**config.mk**
```make
export PLATFORM = sky130hd
export DESIGN_NAME = reg_file
export DESIGN_NICKNAME = d
export VERILOG_FILES = /design/src/rtl/rv_pkg.sv /design/src/rtl/reg_file.sv
export SDC_FILE = /design/constraint.sdc
export NUM_CORES = 2
export LEC_CHECK = 0
export ABC_AREA = 0
export CORE_AREA = 2 2 602 604
export CTS_BUF_LIST = sky130_fd_sc_hd__clkbuf_4
export DETAILED_ROUTE_END_ITERATION = 8
export DIE_AREA = 0 0 604 606
export DONT_BUFFER_PORTS = 1
export PLACE_DENSITY_LB_ADDON = 0.15
export SETUP_SLACK_MARGIN = 0.2
export SLEW_MARGIN = 20
export SYNTH_ARGS = -nofsm -noshare
export SYNTH_HDL_FRONTEND = slang
export SYNTH_SLANG_ARGS = --single-unit
```
**constraint.sdc**
```tcl
create_clock -name clk -period 83 [get_ports clk]
set_clock_uncertainty 0.2 [all_clocks]
set_input_delay 16.6 -clock clk [delete_from_list [all_inputs] [get_ports clk]]
set_output_delay 16.6 -clock clk [all_outputs]
set_load 0.02 [all_outputs]
```
**src/rtl/rv_pkg.sv**
```systemverilog
`default_nettype none

package rv_pkg;

	localparam int xlen = 64;

	typedef logic [4:0] reg_idx_t;

	// ~~~~~~~~~~~~~~~~~~~~
	// Major opcodes.
	// ~~~~~~~~~~~~~~~~~~~~
	localparam logic [6:0] op_lui    = 7'b0110111;
	localparam logic [6:0] op_auipc  = 7'b0010111;
	localparam logic [6:0] op_jal    = 7'b1101111;
	localparam logic [6:0] op_jalr   = 7'b1100111;
	localparam logic [6:0] op_branch = 7'b1100011;
	localparam logic [6:0] op_load   = 7'b0000011;
	localparam logic [6:0] op_store  = 7'b0100011;
	localparam logic [6:0] op_imm    = 7'b0010011;
	localparam logic [6:0] op_reg    = 7'b0110011;

	// ALU operation class, picked by the decoder.
	typedef enum logic [2:0] {
		alu_add    = 3'd0, // Address or plain add.
		alu_func   = 3'd1, // Use func3 and func7_5.
		alu_branch = 3'd2,
		alu_lui    = 3'd3,
		alu_auipc  = 3'd4,
		alu_link   = 3'd5  // pc + 4.
	} alu_op_t;

	// ~~~~~~~~~~~~~~~~~~~~
	// Branch conditions in func3.
	// ~~~~~~~~~~~~~~~~~~~~
	localparam logic [2:0] br_eq  = 3'b000;
	localparam logic [2:0] br_ne  = 3'b001;
	localparam logic [2:0] br_lt  = 3'b100;
	localparam logic [2:0] br_ge  = 3'b101;
	localparam logic [2:0] br_ltu = 3'b110;
	localparam logic [2:0] br_geu = 3'b111;

endpackage

`default_nettype wire

```
**src/rtl/reg_file.sv**
```systemverilog
`timescale 1ns/1ps
`default_nettype none

module reg_file (
	input  logic                    clk,
	input  logic                    reset,
	input  rv_pkg::reg_idx_t        rs1,
	input  rv_pkg::reg_idx_t        rs2,
	input  logic                    wb_en,
	input  rv_pkg::reg_idx_t        wb_rd,
	input  logic [rv_pkg::xlen-1:0] wb_data,
	output logic [rv_pkg::xlen-1:0] rs1_data,
	output logic [rv_pkg::xlen-1:0] rs2_data
);

	logic [rv_pkg::xlen-1:0] regs [1:31]; // x0 is not stored.

	always_ff @(posedge clk or posedge reset) begin
		if (reset) begin
			for (int i = 1; i < 32; i++) begin
				regs[i] <= '0;
			end
		end else if (wb_en && wb_rd != '0) begin
			regs[wb_rd] <= wb_data;
		end
	end

	// Same-cycle write is bypassed to the readers.
	always_comb begin
		if (rs1 == '0)
			rs1_data = '0;
		else if (wb_en && wb_rd == rs1)
			rs1_data = wb_data;
		else
			rs1_data = regs[rs1];
		if (rs2 == '0)
			rs2_data = '0;
		else if (wb_en && wb_rd == rs2)
			rs2_data = wb_data;
		else
			rs2_data = regs[rs2];
	end

	a_no_x0_write: assert property (@(posedge clk) disable iff (reset)
		wb_en |-> wb_rd != '0)
		else $error("Writeback enabled towards x0.");

endmodule

`default_nettype wire

```
==> flow_summary.ini <==
[global_route]
grt_max_degree = 705
grt-ovfl-total = 0
antenna_found_initial = 20
grt_pass1_wl_mm = 582
track_usage_pct = 21.9
grt_pass1_vias = 78051

[hold_path]
hp-class = reg -> reg
holdPathStages = 1

[synthesis]
yosys_most_used_dff = dfrtp_1
post-synth-top-area-cell = dfrtp_1
synth_nets = 7953
yosysUniqueCellTypes = 42
synth_edf_count = 0
avgSynthCellArea_sq_um = 13.7
synth_seq_cells = 1984
yosysSeqAreaShare_pct = 46.1
yosysWarnings = 0
netlist.area_leader.share_pct = 46.1
synthCells = 7871
synth_most_common_cell = mux2_2
syn_area_sq_mm = 0.108
yosys-top-cells-area = dfrtp_1 46%, mux2_2 22%, mux4_2 13%
synthTopCellsByCount = 2,109 x mux2_2, 1,984 x dfrtp_1, 644 x mux4_2, 601 x clkbuf_1, 383 x mux2_1
synthArstFlopShare_pct = 100

[timing]
final-hold-violation-count = 0
min_period_ns = 37.27
worst_slew_pin_slew_ns = 1.56
maxSlewViolCount = 32
tns_ns = 0
setup_viol = 0
fmax_ghz = 0.0268
rsz0062_at_grt = no
min_period_over_period_pct = 44.9
relSlewSlack_pct = -3.88

[die]
start_util_pct = 29.9
pin_count = 210
die_y_um = 606
core_area_sq_mm = 0.360
die_w_um = 604
dieArea_sq_mm = 0.366
rows = 221

[worst_setup_path]
cp_slowest_stage_delay_ns = 0.85
cp_num_cells = 6
crit_family = simple AND/OR/NAND/NOR gates
cp_slowest_cell = buf_4
cp_cell_sequence = xor2_1 > nor4_1 > and3_4 > buf_4 > a2111oi_0 > nor2_1
rr_worst_depth = 1
cp-start-kind = input port
path_class = in -> out
crit_buf_inv = 1
endpoint_kind = output pin
crit_path_max_fanout = 393
worstPathRequired_ns = 66.20
crit_arrival_ns = 20.47

[cts]
hold_buffers = 0
htreeDepth = 6
cts_root_buf = clkbuf_4
numCtsBuffers = 596
clockBufferDepth = 4
cts_tree = built
post-cts-setup-buffer-count = 0
clkSlewWorstSetupHoldPaths_ns = 0.05
clock_sinks = 1984
cts_resized = 0
clk_latency_ns = 1.53

[pwr]
pwr_density_cell_mw_per_mm2 = 23.6
leakagePower_nw = 50.7
power.total_mw = 2.81
max-vdd-ir-drop_mv = 0.0116

[route]
wl_mm = 406
drt_iter0_markers = 4501
wl_per_cell_um = 31.4
viasPerCell = 5.64
vias = 72923
drtPass1Iterations = 5
ant_nets = 0
remaining_drc_errors = 0

[flow_run]
maxCapViolCount = 0

[outcome]
status = complete, but fails checks
violations = slew limit

[finish]
top_register = regs
area_delta_synth_final_pct = 10.6
drive_above_1_share_pct = 47.7
reg_top3 = regs: 1984 flops
largest_reg_flops = 1984
nets = 7851

[placement]
io_buffers = 0
dp_hpwl_mm = 221
gp_congestion = 0.756
-- cell families after synthesis --
| logic type | synth area share (%) |
|---|---|
| compound gates | 6.69 |
| xor+xnor | 0.0814 |
| buf+inv | 3.54 |
| flops | 46.1 |
| mux | 39.6 |
| simple gates | 3.98 |
-- path summary, 6_finish.rpt --
path | start | end | slack, ns
min in group asynchronous | reset | regs[1395] | 14.79
hold / removal | regs[1245] | regs[1245] | 0.30
setup reg to reg | regs[1183] | regs[1183] | 81.98
setup / recovery | rs2[0] | rs2_data[61] | 45.73
hold reg to reg | regs[1245] | regs[1245] | 0.30
max in group asynchronous | reset | regs[1247] | 62.11
-- through the flow --
step / instance area (sq um) / hold WS, ns / std cells / utilization [%] / setup WS [ns]
floorplan: 108000 / 0.271 / 7871 / - / 10.16
global placement: 111000 / 0.280 / 11949 / 30.9 / 45.56
detailed placement: 112000 / 0.292 / 11957 / 31.0 / 45.76
CTS: 119000 / 0.307 / 12922 / 33.0 / 45.76
global route: 119000 / 0.317 / 12932 / 33.0 / 45.78
finish: 119000 / 0.303 / 12935 / 33.0 / 45.73
-- power by group --
part	switching [mW]	internal [mW]
clock	0.454	0.501
combinational	0.237	0.329
sequential	0.130	1.16
total	0.821	1.99
-- routing by layer --
metal | vias up | wire length, um | part of all wire, % | track usage [%]
li1 | 30247 | - | - | -
met1 | 39505 | 170000 | 42 | 27.4
met2 | 2298 | 198000 | 49 | 37.1
met3 | 843 | 20200 | 5.0 | 3.78
met4 | 30 | 17600 | 4.3 | 9.33
met5 | - | 214 | 0.053 | 0
-- cell usage in the layout, fill, tap and decap left out, types with 74 or more instances in the layout --
master        n
a2111oi_0   100
a211oi_1    126
a221oi_1    126
a22oi_1     252
buf_4       149
clkbuf_4    843
clkinv_1     80
dfrtp_1    1984
mux2_1      383
mux2_2     2109
mux4_2      644
nand2_1     135
nor2_1      127
nor2b_1     252
nor3_1      255
o21ai_0     180
o21ai_1      74
o22ai_1     126
-- area by class of cell --
class	instances	area, sq um
inverter	1	11.3
timing repair buffer	170	1630
clock inverter	122	852
antenna	5	12.5
multi-input combinational	5016	54600
tap	4794	6000
clock buffer	843	6330
fill	35423	241000
sequential	1984	49600
(Power assumes the default switching activity.)
