===== config.mk =====
export PLATFORM = sky130hd
export DESIGN_NAME = id_ex_reg
export DESIGN_NICKNAME = d
export VERILOG_FILES = /design/src/rtl/rv_pkg.sv /design/src/rtl/id_ex_reg.sv
export SDC_FILE = /design/constraint.sdc
export NUM_CORES = 1
export LEC_CHECK = 0
export BUFFER_PORTS_ARGS = -buffer_cell sky130_fd_sc_hd__buf_4
export CAP_MARGIN = 30
export CORE_AREA = 10 10 210 212
export CTS_BUF_LIST = sky130_fd_sc_hd__clkbuf_16
export CTS_CLUSTER_DIAMETER = 80
export DETAILED_ROUTE_END_ITERATION = 16
export DIE_AREA = 0 0 220 222
export GPL_TIMING_DRIVEN = 0
export PLACE_DENSITY = 0.49
export SLEW_MARGIN = 10
export SYNTH_ARGS = -nofsm -noshare
export SYNTH_HDL_FRONTEND = slang
export SYNTH_SLANG_ARGS = --single-unit

===== constraint.sdc =====
create_clock -name clk -period 10.5 [get_ports clk]
set_input_delay 1.575 -clock clk [delete_from_list [all_inputs] [get_ports clk]]
set_output_delay 1.575 -clock clk [all_outputs]
set_load 0.05 [all_outputs]

===== src/rtl/rv_pkg.sv =====
`default_nettype none

package rv_pkg;

	localparam int xlen = 64;

	typedef logic [4:0] reg_idx_t;

	// ~~~~~~~~~~~~~~~~~~~~
	// Major opcodes.
	// ~~~~~~~~~~~~~~~~~~~~
	localparam logic [6:0] op_lui    = 7'b0110111;
	localparam logic [6:0] op_auipc  = 7'b0010111;
	localparam logic [6:0] op_jal    = 7'b1101111;
	localparam logic [6:0] op_jalr   = 7'b1100111;
	localparam logic [6:0] op_branch = 7'b1100011;
	localparam logic [6:0] op_load   = 7'b0000011;
	localparam logic [6:0] op_store  = 7'b0100011;
	localparam logic [6:0] op_imm    = 7'b0010011;
	localparam logic [6:0] op_reg    = 7'b0110011;

	// ALU operation class, picked by the decoder.
	typedef enum logic [2:0] {
		alu_add    = 3'd0, // Address or plain add.
		alu_func   = 3'd1, // Use func3 and func7_5.
		alu_branch = 3'd2,
		alu_lui    = 3'd3,
		alu_auipc  = 3'd4,
		alu_link   = 3'd5  // pc + 4.
	} alu_op_t;

	// ~~~~~~~~~~~~~~~~~~~~
	// Branch conditions in func3.
	// ~~~~~~~~~~~~~~~~~~~~
	localparam logic [2:0] br_eq  = 3'b000;
	localparam logic [2:0] br_ne  = 3'b001;
	localparam logic [2:0] br_lt  = 3'b100;
	localparam logic [2:0] br_ge  = 3'b101;
	localparam logic [2:0] br_ltu = 3'b110;
	localparam logic [2:0] br_geu = 3'b111;

endpackage

`default_nettype wire


===== src/rtl/id_ex_reg.sv =====
`timescale 1ns/1ps
`default_nettype none

module id_ex_reg (
	input  logic                    clk,
	input  logic                    reset,
	input  logic                    flush,
	input  logic [rv_pkg::xlen-1:0] id_pc,
	input  logic [rv_pkg::xlen-1:0] id_rs1_data,
	input  logic [rv_pkg::xlen-1:0] id_rs2_data,
	input  logic [rv_pkg::xlen-1:0] id_imm,
	input  rv_pkg::reg_idx_t        id_rd,
	input  logic [2:0]              id_func3,
	input  logic                    id_func7_5,
	input  logic                    id_op5,
	input  logic                    id_utype,
	input  rv_pkg::alu_op_t         id_alu_op,
	input  logic                    id_alu_src,
	input  logic                    id_reg_write,
	input  logic                    id_mem_to_reg,
	input  logic                    id_branch,
	input  logic                    id_jump,
	input  logic                    id_mem_read,
	input  logic                    id_mem_write,
	input  logic                    id_valid,
	output logic [rv_pkg::xlen-1:0] ex_pc,
	output logic [rv_pkg::xlen-1:0] ex_rs1_data,
	output logic [rv_pkg::xlen-1:0] ex_rs2_data,
	output logic [rv_pkg::xlen-1:0] ex_imm,
	output rv_pkg::reg_idx_t        ex_rd,
	output logic [2:0]              ex_func3,
	output logic                    ex_func7_5,
	output logic                    ex_op5,
	output logic                    ex_utype,
	output rv_pkg::alu_op_t         ex_alu_op,
	output logic                    ex_alu_src,
	output logic                    ex_reg_write,
	output logic                    ex_mem_to_reg,
	output logic                    ex_branch,
	output logic                    ex_jump,
	output logic                    ex_mem_read,
	output logic                    ex_mem_write,
	output logic                    ex_valid
);

	localparam int bus_w = 4 * rv_pkg::xlen + 19;

	logic [bus_w-1:0] id_bus;
	logic [bus_w-1:0] ex_bus;

	assign id_bus = {id_pc, id_rs1_data, id_rs2_data, id_imm, id_rd, id_func3, id_func7_5,
		id_op5, id_utype, id_alu_src, id_reg_write, id_mem_to_reg, id_branch, id_jump,
		id_mem_read, id_mem_write, id_valid};

	assign {ex_pc, ex_rs1_data, ex_rs2_data, ex_imm, ex_rd, ex_func3, ex_func7_5,
		ex_op5, ex_utype, ex_alu_src, ex_reg_write, ex_mem_to_reg, ex_branch, ex_jump,
		ex_mem_read, ex_mem_write, ex_valid} = ex_bus;

	// Flush turns the incoming instruction into an all-zero bubble.
	always_ff @(posedge clk or posedge reset) begin
		if (reset) begin
			ex_bus    <= '0;
			ex_alu_op <= rv_pkg::alu_add;
		end else begin
			ex_bus    <= flush ? '0 : id_bus;
			ex_alu_op <= flush ? rv_pkg::alu_add : id_alu_op;
		end
	end

	a_ctl_needs_valid: assert property (@(posedge clk) disable iff (reset)
		(ex_reg_write || ex_mem_to_reg || ex_branch || ex_jump || ex_mem_read ||
		ex_mem_write) |-> ex_valid)
		else $error("Control bit set on a bubble.");

	// A redirect comes from a live instruction and leaves a bubble behind it.
	a_flush_squash: assert property (@(posedge clk) disable iff (reset)
		flush |-> ex_valid ##1 !flush)
		else $error("Flush from or after a bubble.");

endmodule

`default_nettype wire


==> impl_metrics.json <==
{
  "synth_area_um2": 9290,
  "final_cells": 1731,
  "drc_errors": 0,
  "grt_use_total_pct": 13.9,
  "grt_max_degree": 109,
  "fmax_mhz": 353,
  "tightestPinTransition_ns": 0.738,
  "power_density_nw_per_um2": 178,
  "port_buffers": 557,
  "postSynthNetCount": 869,
  "cp.buffers_inverters": 1,
  "relSlewSlack_pct": 50.8,
  "ant_nets": 0,
  "synth_cells": 588,
  "p_leak_nw": 7.80,
  "max-clock-path-buffers": 3,
  "vias_per_cell": 3.69,
  "end_kind": "output pin",
  "synth_cell_types": 7,
  "final_cell_mix": "buf_4 (558), dfrtp_1 (278), nor2b_1 (168), nor2b_2 (110), clkbuf_16 (37)",
  "grt_pass1_wl_um": 49800,
  "cts_resized": 0,
  "cts-root-buf": "clkbuf_16",
  "cp-start-kind": "register",
  "final_nets": 1465,
  "clock-sinks": 278,
  "hold_viol_final": 0,
  "finalWorstPathRequiredPeriod_ns": 2.83,
  "maxSlewViolCount": 0,
  "setup_viol": 0,
  "fp.dieH_um": 222,
  "ys_seq_area_share_pct": 74.9,
  "placed_area_um2": 14200,
  "grt_overflow": 0,
  "cts_buffers": 35,
  "arrival_ns": 1.26,
  "crit_fanout": 1,
  "crit_chain": "buf_4",
  "placedCellCount": 1672,
  "drt-initial-drc-count": 204,
  "worstPathRequired_ns": 8.93,
  "clk_pin_slew_ns": 0.06,
  "start_util_pct": 23.4,
  "die_area_um2": 48800,
  "final_common_cell": "buf_4",
  "drtPass1Iterations": 4,
  "dp_hpwl_um": 28400,
  "grt_setup_unrepaired": "no",
  "avgSynthCellArea_um2": 15.8,
  "critical_path.slowest_cell": "dfrtp_1",
  "max_stage_delay_ns": 0.48,
  "fin_crit_sh_pct": 27.0,
  "status": "finished clean",
  "ys_seq_elements": 278,
  "grt_pass1_vias": 7275,
  "hold_buffers": 0,
  "row_count": 73,
  "cts_tree": "built",
  "io_pins": 559,
  "routedWlPerCell_um": 20.3,
  "coreArea_um2": 39600,
  "die_width_um": 220,
  "place_congestion": 0.753,
  "num_vias": 6391,
  "drive_above_1_share_pct": 61.6,
  "max_cap_violations": 0,
  "hp-class": "input port to asynchronous set/reset pin",
  "antenna_found_initial": 2,
  "cts_setup_buffers": 0,
  "wirelength_um": 35100,
  "yosysWarnings": 0,
  "htree_levels": 2,
  "syn_to_final_growth_pct": 63.8,
  "criticalPathCategory": "register to output pin",
  "ir_drop_v": 0.000145,
  "final_area_um2": 15200,
  "cpLargestDelayFamily": "flip-flops"
}
## stage by stage
step | utilization, % | total power, mW | TNS (ns) | worst slack, ns | hold WS, ns
global route | 38.4 | 2.84 | 0 | 7.63 | 1.21
global placement | 35.6 | 1.65 | -652.68 | -2.38 | 1.79
floorplan | - | 1.44 | 0 | 1.26 | 1.71
detailed placement | 35.8 | 1.66 | 0 | 7.70 | 1.77
finish | 38.4 | 2.71 | 0 | 7.67 | 1.19
CTS | 38.4 | 2.77 | 0 | 7.63 | 1.18
## how the worst max path moves through the flow
stage | start | to | slack (ns) | cells past startpoint
2_1_floorplan | reset | ex_alu_op[0]$_DFF_PP0_ | 1.26 | 1
3_3_place_gp | reset | ex_bus[87]$_DFF_PP0_ | -2.38 | 2
3_5_place_dp | reset | ex_bus[93]$_DFF_PP0_ | 7.70 | 3
4_1_cts | ex_bus[21]$_DFF_PP0_ | ex_imm[2] | 7.63 | 1
5_1_grt | ex_bus[21]$_DFF_PP0_ | ex_imm[2] | 7.63 | 1
6_report | ex_bus[21]$_DFF_PP0_ | ex_imm[2] | 7.67 | 1
## metal layers
metal / part of all wire [%] / routed length, µm / track usage, % / vias to the layer above
li1: - / - / - / 2960
met1: 34 / 12000 / 14.0 / 3065
met2: 51 / 18100 / 24.2 / 328
met3: 12 / 4350 / 7.39 / 38
met4: 2.1 / 722 / 3.99 / 0
met5: 0 / 0 / 0 / -
## power by group
part | switching [mW] | leakage (nW) | internal (mW) | total [mW]
combinational | 0.306 | 3.69 | 0.179 | 0.485
clock | 0.451 | 0.525 | 0.631 | 1.08
sequential | 0.0168 | 3.58 | 1.13 | 1.14
## cell usage after synthesis
library cell	number	share of area [%]
buf_2	5	0.27
buf_6	25	3.0
nor2b_1	168	11
buf_4	1	0.081
nor2b_2	110	10
inv_1	1	0.040
dfrtp_1	278	75
## final cells by class
class / count / area [µm²]
buffer: 31 / 314
antenna: 2 / 5.00
clock buffer: 37 / 926
clock inverter: 20 / 91.3
fill: 3913 / 24400
timing repair buffer: 559 / 4240
sequential: 278 / 6960
tap: 525 / 657
inverter: 1 / 11.3
multi-input combinational: 278 / 2010
## sequential cells by signal, indices dropped and copies added, names as in the netlist
signal and flops:
ex_alu_op 3, ex_bus 275
## logic make-up after synthesis
kind of cell,count (synthesis),synth area share [%]
AND/OR/NAND/NOR,278,21.7
flip-flops,278,74.9
buffers and inverters,32,3.42
Note: power is estimated with default switching activity, not from simulation.
