`config.mk`:
```
export PLATFORM = sky130hd
export DESIGN_NAME = inst_decoder
export DESIGN_NICKNAME = d
export VERILOG_FILES = /design/src/rtl/rv_pkg.sv /design/src/rtl/inst_decoder.sv
export SDC_FILE = /design/constraint.sdc
export NUM_CORES = 1
export LEC_CHECK = 0
export ABC_AREA = 1
export BUFFER_PORTS_ARGS = -buffer_cell sky130_fd_sc_hd__buf_2
export CELL_PAD_IN_SITES_DETAIL_PLACEMENT = 1
export CELL_PAD_IN_SITES_GLOBAL_PLACEMENT = 1
export CORE_AREA = 5 5 80 82
export DETAILED_ROUTE_END_ITERATION = 10
export DIE_AREA = 0 0 85 87
export GPL_ROUTABILITY_DRIVEN = 0
export PLACE_DENSITY = 0.92
export REMOVE_ABC_BUFFERS = 1
export SKIP_LAST_GASP = 1
export SLEW_MARGIN = 20
export SYNTH_ARGS = -nofsm -noshare
export SYNTH_HDL_FRONTEND = slang
export SYNTH_SLANG_ARGS = --single-unit
```
`constraint.sdc`:
```
create_clock -name vclk -period 2.5
set_clock_uncertainty 0.15 [all_clocks]
set_input_delay 0.75 -clock vclk [all_inputs]
set_output_delay 0.75 -clock vclk [all_outputs]
set_load 0.03 [all_outputs]
```
`src/rtl/rv_pkg.sv`:
```
`default_nettype none

package rv_pkg;

	localparam int xlen = 64;

	typedef logic [4:0] reg_idx_t;

	// ~~~~~~~~~~~~~~~~~~~~
	// Major opcodes.
	// ~~~~~~~~~~~~~~~~~~~~
	localparam logic [6:0] op_lui    = 7'b0110111;
	localparam logic [6:0] op_auipc  = 7'b0010111;
	localparam logic [6:0] op_jal    = 7'b1101111;
	localparam logic [6:0] op_jalr   = 7'b1100111;
	localparam logic [6:0] op_branch = 7'b1100011;
	localparam logic [6:0] op_load   = 7'b0000011;
	localparam logic [6:0] op_store  = 7'b0100011;
	localparam logic [6:0] op_imm    = 7'b0010011;
	localparam logic [6:0] op_reg    = 7'b0110011;

	// ALU operation class, picked by the decoder.
	typedef enum logic [2:0] {
		alu_add    = 3'd0, // Address or plain add.
		alu_func   = 3'd1, // Use func3 and func7_5.
		alu_branch = 3'd2,
		alu_lui    = 3'd3,
		alu_auipc  = 3'd4,
		alu_link   = 3'd5  // pc + 4.
	} alu_op_t;

	// ~~~~~~~~~~~~~~~~~~~~
	// Branch conditions in func3.
	// ~~~~~~~~~~~~~~~~~~~~
	localparam logic [2:0] br_eq  = 3'b000;
	localparam logic [2:0] br_ne  = 3'b001;
	localparam logic [2:0] br_lt  = 3'b100;
	localparam logic [2:0] br_ge  = 3'b101;
	localparam logic [2:0] br_ltu = 3'b110;
	localparam logic [2:0] br_geu = 3'b111;

endpackage

`default_nettype wire

```
`src/rtl/inst_decoder.sv`:
```
`timescale 1ns/1ps
`default_nettype none

module inst_decoder (
	input  logic [31:0]            instr,
	input  logic                   instr_valid,
	output rv_pkg::reg_idx_t       rs1,
	output rv_pkg::reg_idx_t       rs2,
	output rv_pkg::reg_idx_t       rd,
	output logic [rv_pkg::xlen-1:0] imm,
	output logic [2:0]             func3,
	output logic                   func7_5,
	output logic                   op5,
	output logic                   utype,
	output rv_pkg::alu_op_t        alu_op,
	output logic                   alu_src,
	output logic                   reg_write,
	output logic                   mem_to_reg,
	output logic                   branch,
	output logic                   jump,
	output logic                   mem_read,
	output logic                   mem_write,
	output logic                   valid
);

	logic [6:0] opcode;

	assign opcode  = instr[6:0];
	assign rs1     = instr[19:15];
	assign rs2     = instr[24:20];
	assign rd      = instr[11:7];
	assign func3   = instr[14:12];
	assign func7_5 = instr[30];
	assign op5     = instr[5]; // Low for the immediate forms.

	// ~~~~~~~~~~~~~~~~~~~~
	// Immediate formats.
	// ~~~~~~~~~~~~~~~~~~~~
	always_comb begin
		case (opcode)
			rv_pkg::op_store:
				imm = {{(rv_pkg::xlen-12){instr[31]}}, instr[31:25], instr[11:7]};
			rv_pkg::op_branch:
				imm = {{(rv_pkg::xlen-12){instr[31]}}, instr[7], instr[30:25],
					instr[11:8], 1'b0};
			rv_pkg::op_lui, rv_pkg::op_auipc:
				imm = {{(rv_pkg::xlen-32){instr[31]}}, instr[31:12], 12'b0};
			rv_pkg::op_jal:
				imm = {{(rv_pkg::xlen-20){instr[31]}}, instr[19:12], instr[20],
					instr[30:21], 1'b0};
			default:
				imm = {{(rv_pkg::xlen-12){instr[31]}}, instr[31:20]}; // I-type.
		endcase
	end

	// ~~~~~~~~~~~~~~~~~~~~
	// Control bits.
	// ~~~~~~~~~~~~~~~~~~~~
	always_comb begin
		alu_op     = rv_pkg::alu_add;
		alu_src    = 1'b0;
		reg_write  = 1'b0;
		mem_to_reg = 1'b0;
		branch     = 1'b0;
		jump       = 1'b0;
		mem_read   = 1'b0;
		mem_write  = 1'b0;
		utype      = 1'b0;
		valid      = 1'b0;
		if (instr_valid) begin
			valid = 1'b1; // Cleared again below for unknown opcodes.
			case (opcode)
				rv_pkg::op_lui: begin
					alu_op    = rv_pkg::alu_lui;
					alu_src   = 1'b1;
					reg_write = 1'b1;
					utype     = 1'b1;
				end
				rv_pkg::op_auipc: begin
					alu_op    = rv_pkg::alu_auipc;
					alu_src   = 1'b1;
					reg_write = 1'b1;
					utype     = 1'b1;
				end
				rv_pkg::op_jal: begin
					alu_op    = rv_pkg::alu_link;
					reg_write = 1'b1;
					jump      = 1'b1;
				end
				rv_pkg::op_jalr: begin
					alu_op    = rv_pkg::alu_link;
					alu_src   = 1'b1; // Marks the rs1 based target.
					reg_write = 1'b1;
					jump      = 1'b1;
				end
				rv_pkg::op_branch: begin
					alu_op = rv_pkg::alu_branch;
					branch = 1'b1;
				end
				rv_pkg::op_load: begin
					alu_src    = 1'b1;
					reg_write  = 1'b1;
					mem_to_reg = 1'b1;
					mem_read   = 1'b1;
				end
				rv_pkg::op_store: begin
					alu_src   = 1'b1;
					mem_write = 1'b1;
				end
				rv_pkg::op_imm: begin
					alu_op    = rv_pkg::alu_func;
					alu_src   = 1'b1;
					reg_write = 1'b1;
				end
				rv_pkg::op_reg: begin
					alu_op    = rv_pkg::alu_func;
					reg_write = 1'b1;
				end
				default: valid = 1'b0;
			endcase
		end
	end

endmodule

`default_nettype wire

```
==> flow_summary.yaml, run 1 <==
status:
  outcome: "complete, but fails checks"
  violations: "setup timing"
place:
  hpwlAfterDp_um: 4057
  dp_slack_ns: -0.3011
  port_buffers: 129
cells_and_area:
  flops_and_latches: 0
  drive_gt1_share_pct: 80.62
  final.fill_count: 693
  regArea_um2: 0
  nets: 324
  area_growth_syn_to_layout_pct: 112.2
  n_antenna_cell: 0
  nClkBuffers: 0
logic_synthesis:
  syn_area_per_cell_um2: 6.197
  synth_cell_types: 23
  ys_warn_count: 0
  synth_area_leaders: "buf_4 34%, nand2_1 7.3%, inv_1 7.0%, nand2_8 6.8%, nor2_1 6.1%"
  ys_seq_area_share_pct: 0
  syn_area_um2: 1177
  synth_largest_area_cell: "buf_4"
  synth_top_area_share_pct: 34.43
  synth_most_common_cell: "buf_4"
  yosys-top-cells-count: "54 x buf_4, 23 x nand2_1, 22 x inv_1, 19 x nor2_1"
  syn_inst: 190
critical_path:
  path_delay_family: "simple AND/OR/NAND/NOR gates"
  path_max_fanout: 4
  critical-path-max-stage-delay_ns: 0.18
  arrival_ns: 1.87
  slowest_stage: "buf_4"
  cp-start-kind: "primary input"
  required_ns: 1.60
  path_buf_inv: 4
  crit_type: "in -> out"
  cp-end-kind: "primary output"
  crit_chain: "buf_8, nor2_4, buf_4, nand2_2, inv_2, nand2_2, nand3_1, nor2_1, nor2_1, buf_4"
sta:
  fin_setup_tns_ns: -6.690
  rsz0062_at_grt: "yes"
  tightest_slew_ns: 0.3854
  hold_violations: 0
  slew_violations: 0
  min_period_ns: 2.768
  hold_slack_ns: 1.622
  period_share_pct: 110.7
  fmaxAchievable_mhz: 361.2
  slew_headroom_pct: 74.28
  setup_viol: 41
  setup_slack_ns: -0.2684
floorplanning:
  start_util_pct: 20.75
  io-pin-count: 129
  die_w_um: 85
  die_area_um2: 7395
  rows: 28
  core_um2: 5675
  die_y_um: 87
clock_network:
  cts_hold_buf: 0
pwr:
  power_density_nw_per_um2: 199.4
  p_total_mw: 0.4981
  p_leak_nw: 1.276
  ir_worst_vdd_uv: 92.33
global_routing:
  antenna_found_initial: 0
  first_global_vias: 1549
  grt_max_degree: 31
  globalRouteTotalUtil_pct: 12.35
  grt.overflow.total: 0
  grt_pass1_wl_um: 7790
drt:
  dr.pass1.iters: 4
  postRouteAntennaNets: 0
  drt_wl_total_um: 5650
  drt_first_iter_violations: 11
  wl_per_cell_um: 15.52
  post_drt_via_cell_ratio: 4.190
  dr_total_vias: 1525
  drc: 0
job:
  maxCapViolCount: 0
worst_hold_path:
  min_path_type: "in -> out"
[routing by layer]
layer	track usage [%]	share of wire, %
met5	0	0
met4	2.590	2.7
met3	1.987	6.4
met2	25.28	56
met1	13.02	34
[power breakdown]
group	switching (mW)	internal, mW
sequential	0	0
clock	0	0
combinational	0.319	0.179
[final timing paths]
path / start / endpoint / cells after the start
max: instr[3] / alu_src / 10
min: instr[21] / rs2[1] / 2
[cell families after synthesis]
family                 count (synthesis)  share of synthesized area [%]
AOI/OAI and AO/OA                     33                          15.94
and+or+nand+nor                       74                          39.96
buffers and inverters                 83                          44.10
[cell type report]
type               count  area (µm²)  area share, %
repair buffers       152        1220          48.82
well taps             75       93.84          3.756
multi-input cells    110        1033          41.36
inverters             27       151.4          6.059
[placed cells by master (no fill, tap or decap), types with 4 or more instances in the layout]
cell / instances
a21oi_1: 6
a21oi_2: 5
buf_12: 5
buf_2: 79
buf_4: 17
buf_6: 45
buf_8: 6
inv_1: 18
nand2_1: 11
nand2_2: 12
nand2_4: 10
nand2_8: 7
nand3_1: 4
nor2_1: 8
nor2_4: 15
o21ai_1: 7
o21ai_4: 10
[metrics by stage]
step	cell area, µm²	utilization (%)	instances
floorplan	762.0	-	134
global placement	1604	28.26	350
detailed placement	1604	28.26	350
CTS	1964	34.61	354
global route	2499	44.03	364
finish	2499	44.03	364
[timing repair]
item / in CTS / in global routing
pin swaps: 12 / 27
setup endpoints to repair: 43 / 43
cloned: 2 / 2
resized for setup: 107 / 109
buffers inserted: 2 / 8
No activity file was read; power rests on OpenSTA's default activity.
==> run 2: changes to the inputs <==
- ABC_AREA: 1 -> unset
- CORE_AREA: 5 5 80 82 -> 5 5 77 79
- DIE_AREA: 0 0 85 87 -> 0 0 82 84
- PLACE_DENSITY: 0.92 -> 0.91
==> run 2 against run 1 <==
Effect of this change: the flow still finishes with violations (setup timing); flip-flop and latch count stayed put; via count fell by 5.2%; combinational power down 4%; first-iteration DRC count grew to 4.9 times the previous value; power shrank 3.8%; count of clock-buffer cells in the layout unchanged; sequential share of layout area is the same; area after synthesis decreased by 15%; largest cell class unchanged.
==> flow_summary.yaml, run 2 <==
status:
  violations: "setup timing"
  outcome: "complete, but fails checks"
sta:
  hold_slack_ns: 1.622
  slew_headroom_pct: 80.59
  slew_violations: 0
  min_period_ns: 2.896
  fin_setup_tns_ns: -12.80
  tightest_slew_ns: 0.2899
  rsz0062_at_grt: "yes"
  hold_violations: 0
  period_share_pct: 115.8
  setup_slack_ns: -0.3957
  setup_viol: 42
  fmaxAchievable_mhz: 345.3
critical_path:
  crit_type: "in -> out"
  arrival_ns: 2.00
  endpoint: "imm[11]"
  path_max_fanout: 7
  slowest_stage: "or4_1"
  required_ns: 1.60
  cp-end-kind: "primary output"
  critical-path-max-stage-delay_ns: 0.41
  crit_chain: "buf_12, or3b_4, or4_1, o311ai_1, buf_4"
  cp-start-kind: "primary input"
  startpoint: "instr[2]"
cells_and_area:
  final_cells: 326
  utilization_pct: 42.81
  most-common-layout-cells: "81 x buf_2, 48 x buf_6, 39 x buf_4"
  drive_gt1_share_pct: 83.86
  n_antenna_cell: 0
  flops_and_latches: 0
  layout_commonest_cell: "buf_2"
  nets: 289
  nClkBuffers: 0
  area_growth_syn_to_layout_pct: 124.3
  regArea_um2: 0
drt:
  wl_per_cell_um: 16.87
  drt_wl_total_um: 5499
  drt_first_iter_violations: 54
  dr_total_vias: 1445
  dr.pass1.iters: 4
  postRouteAntennaNets: 0
  drc: 0
  post_drt_via_cell_ratio: 4.433
global_routing:
  first_global_vias: 1593
  globalRouteTotalUtil_pct: 15.02
  grt.overflow.total: 0
  grt_max_degree: 42
  grt_pass1_wl_um: 8397
  antenna_found_initial: 0
job:
  maxCapViolCount: 0
pwr:
  p_leak_nw: 1.200
  ir_worst_vdd_uv: 105.0
  power_density_nw_per_um2: 212.3
place:
  port_buffers: 129
  hpwlAfterDp_um: 3949
  place_inst: 307
logic_synthesis:
  syn_area_um2: 1006
  ys_seq_area_share_pct: 0
  synth_most_common_cell: "buf_4"
  syn_area_per_cell_um2: 7.397
  synth_largest_area_cell: "buf_4"
  synth_top_area_share_pct: 41.79
  yosys-top-cells-count: "56 x buf_4, 12 x a21o_1, 8 x mux2_2, 6 x nor2b_1, 5 x inv_1"
  syn_inst: 136
  ys_warn_count: 0
  synth_cell_types: 32
  synth_area_leaders: "buf_4 42%, a21o_1 9.0%, mux2_2 9.0%, nor2b_1 3.7%, a22o_1 3.5%"
floorplanning:
  die_y_um: 84
  rows: 27
  die_w_um: 82
  io-pin-count: 129
  start_util_pct: 19.09
  core_um2: 5270
  die_area_um2: 6888
worst_hold_path:
  min_path_type: "in -> out"
clock_network:
  cts_hold_buf: 0
[run 2: worst min path at each step]
stage | to | from | depth (start not counted)
CTS | func3[2] | instr[14] | 2
detailed placement | func3[2] | instr[14] | 2
global route | func3[2] | instr[14] | 2
global placement | rd[4] | instr[11] | 2
finish | func3[2] | instr[14] | 2
floorplan | func3[0] | instr[12] | 0
[run 2: stage by stage]
step | worst slack [ns] | power [mW] | area (µm²)
finish | -0.3957 | 0.4790 | 2256
global route | -0.4376 | 0.5035 | 2256
CTS | -0.3796 | 0.4551 | 2086
detailed placement | -0.5164 | 0.3765 | 1534
global placement | -0.4873 | 0.3703 | 1534
floorplan | -1.449 | 0.1169 | 575.6
[run 2: area by class of cell]
type / instances / area (µm²)
Tap cell: 72 / 90.09
Timing Repair Buffer: 175 / 1369
Inverter: 5 / 18.77
Multi-Input combinational cell: 74 / 778.2
Fill cell: 636 / 3014
[run 2: timing repair]
action | CTS | global route
resized for setup | 127 | 29
setup endpoints to repair | 43 | 43
setup buffers | 12 | 5
pin swaps | 16 | 11
cloned | 2 | 1
[run 2: power by group]
| group | internal (mW) | switching (mW) |
|---|---|---|
| Clock | 0 | 0 |
| Sequential | 0 | 0 |
| Combinational | 0.193 | 0.286 |
[run 2: kinds of logic (layout without fill, tap and decap cells)]
logic type	Yosys count	count (layout)	synth area share [%]
multiplexers	8	8	8.956
buffers and inverters	63	180	44.65
AND/OR/NAND/NOR	34	34	21.27
AO/OA/AOI/OAI	31	32	25.13
[run 2: metal layers]
metal  vias to the layer above  part of all wire (%)  track usage (%)
met3                         4                   8.0            3.132
met5                         -                     0                0
met2                        79                    53            28.07
met1                       696                    38            17.39
li1                        666                     -                -
met4                         0                  0.76            1.964
[run 2: critical path, delay by kind of cell]
| family | cells | cell delay [ns] |
|---|---|---|
| buffers and inverters | 2 | 0.34 |
| and+or+nand+nor | 2 | 0.81 |
| AOI/OAI and AO/OA | 1 | 0.10 |
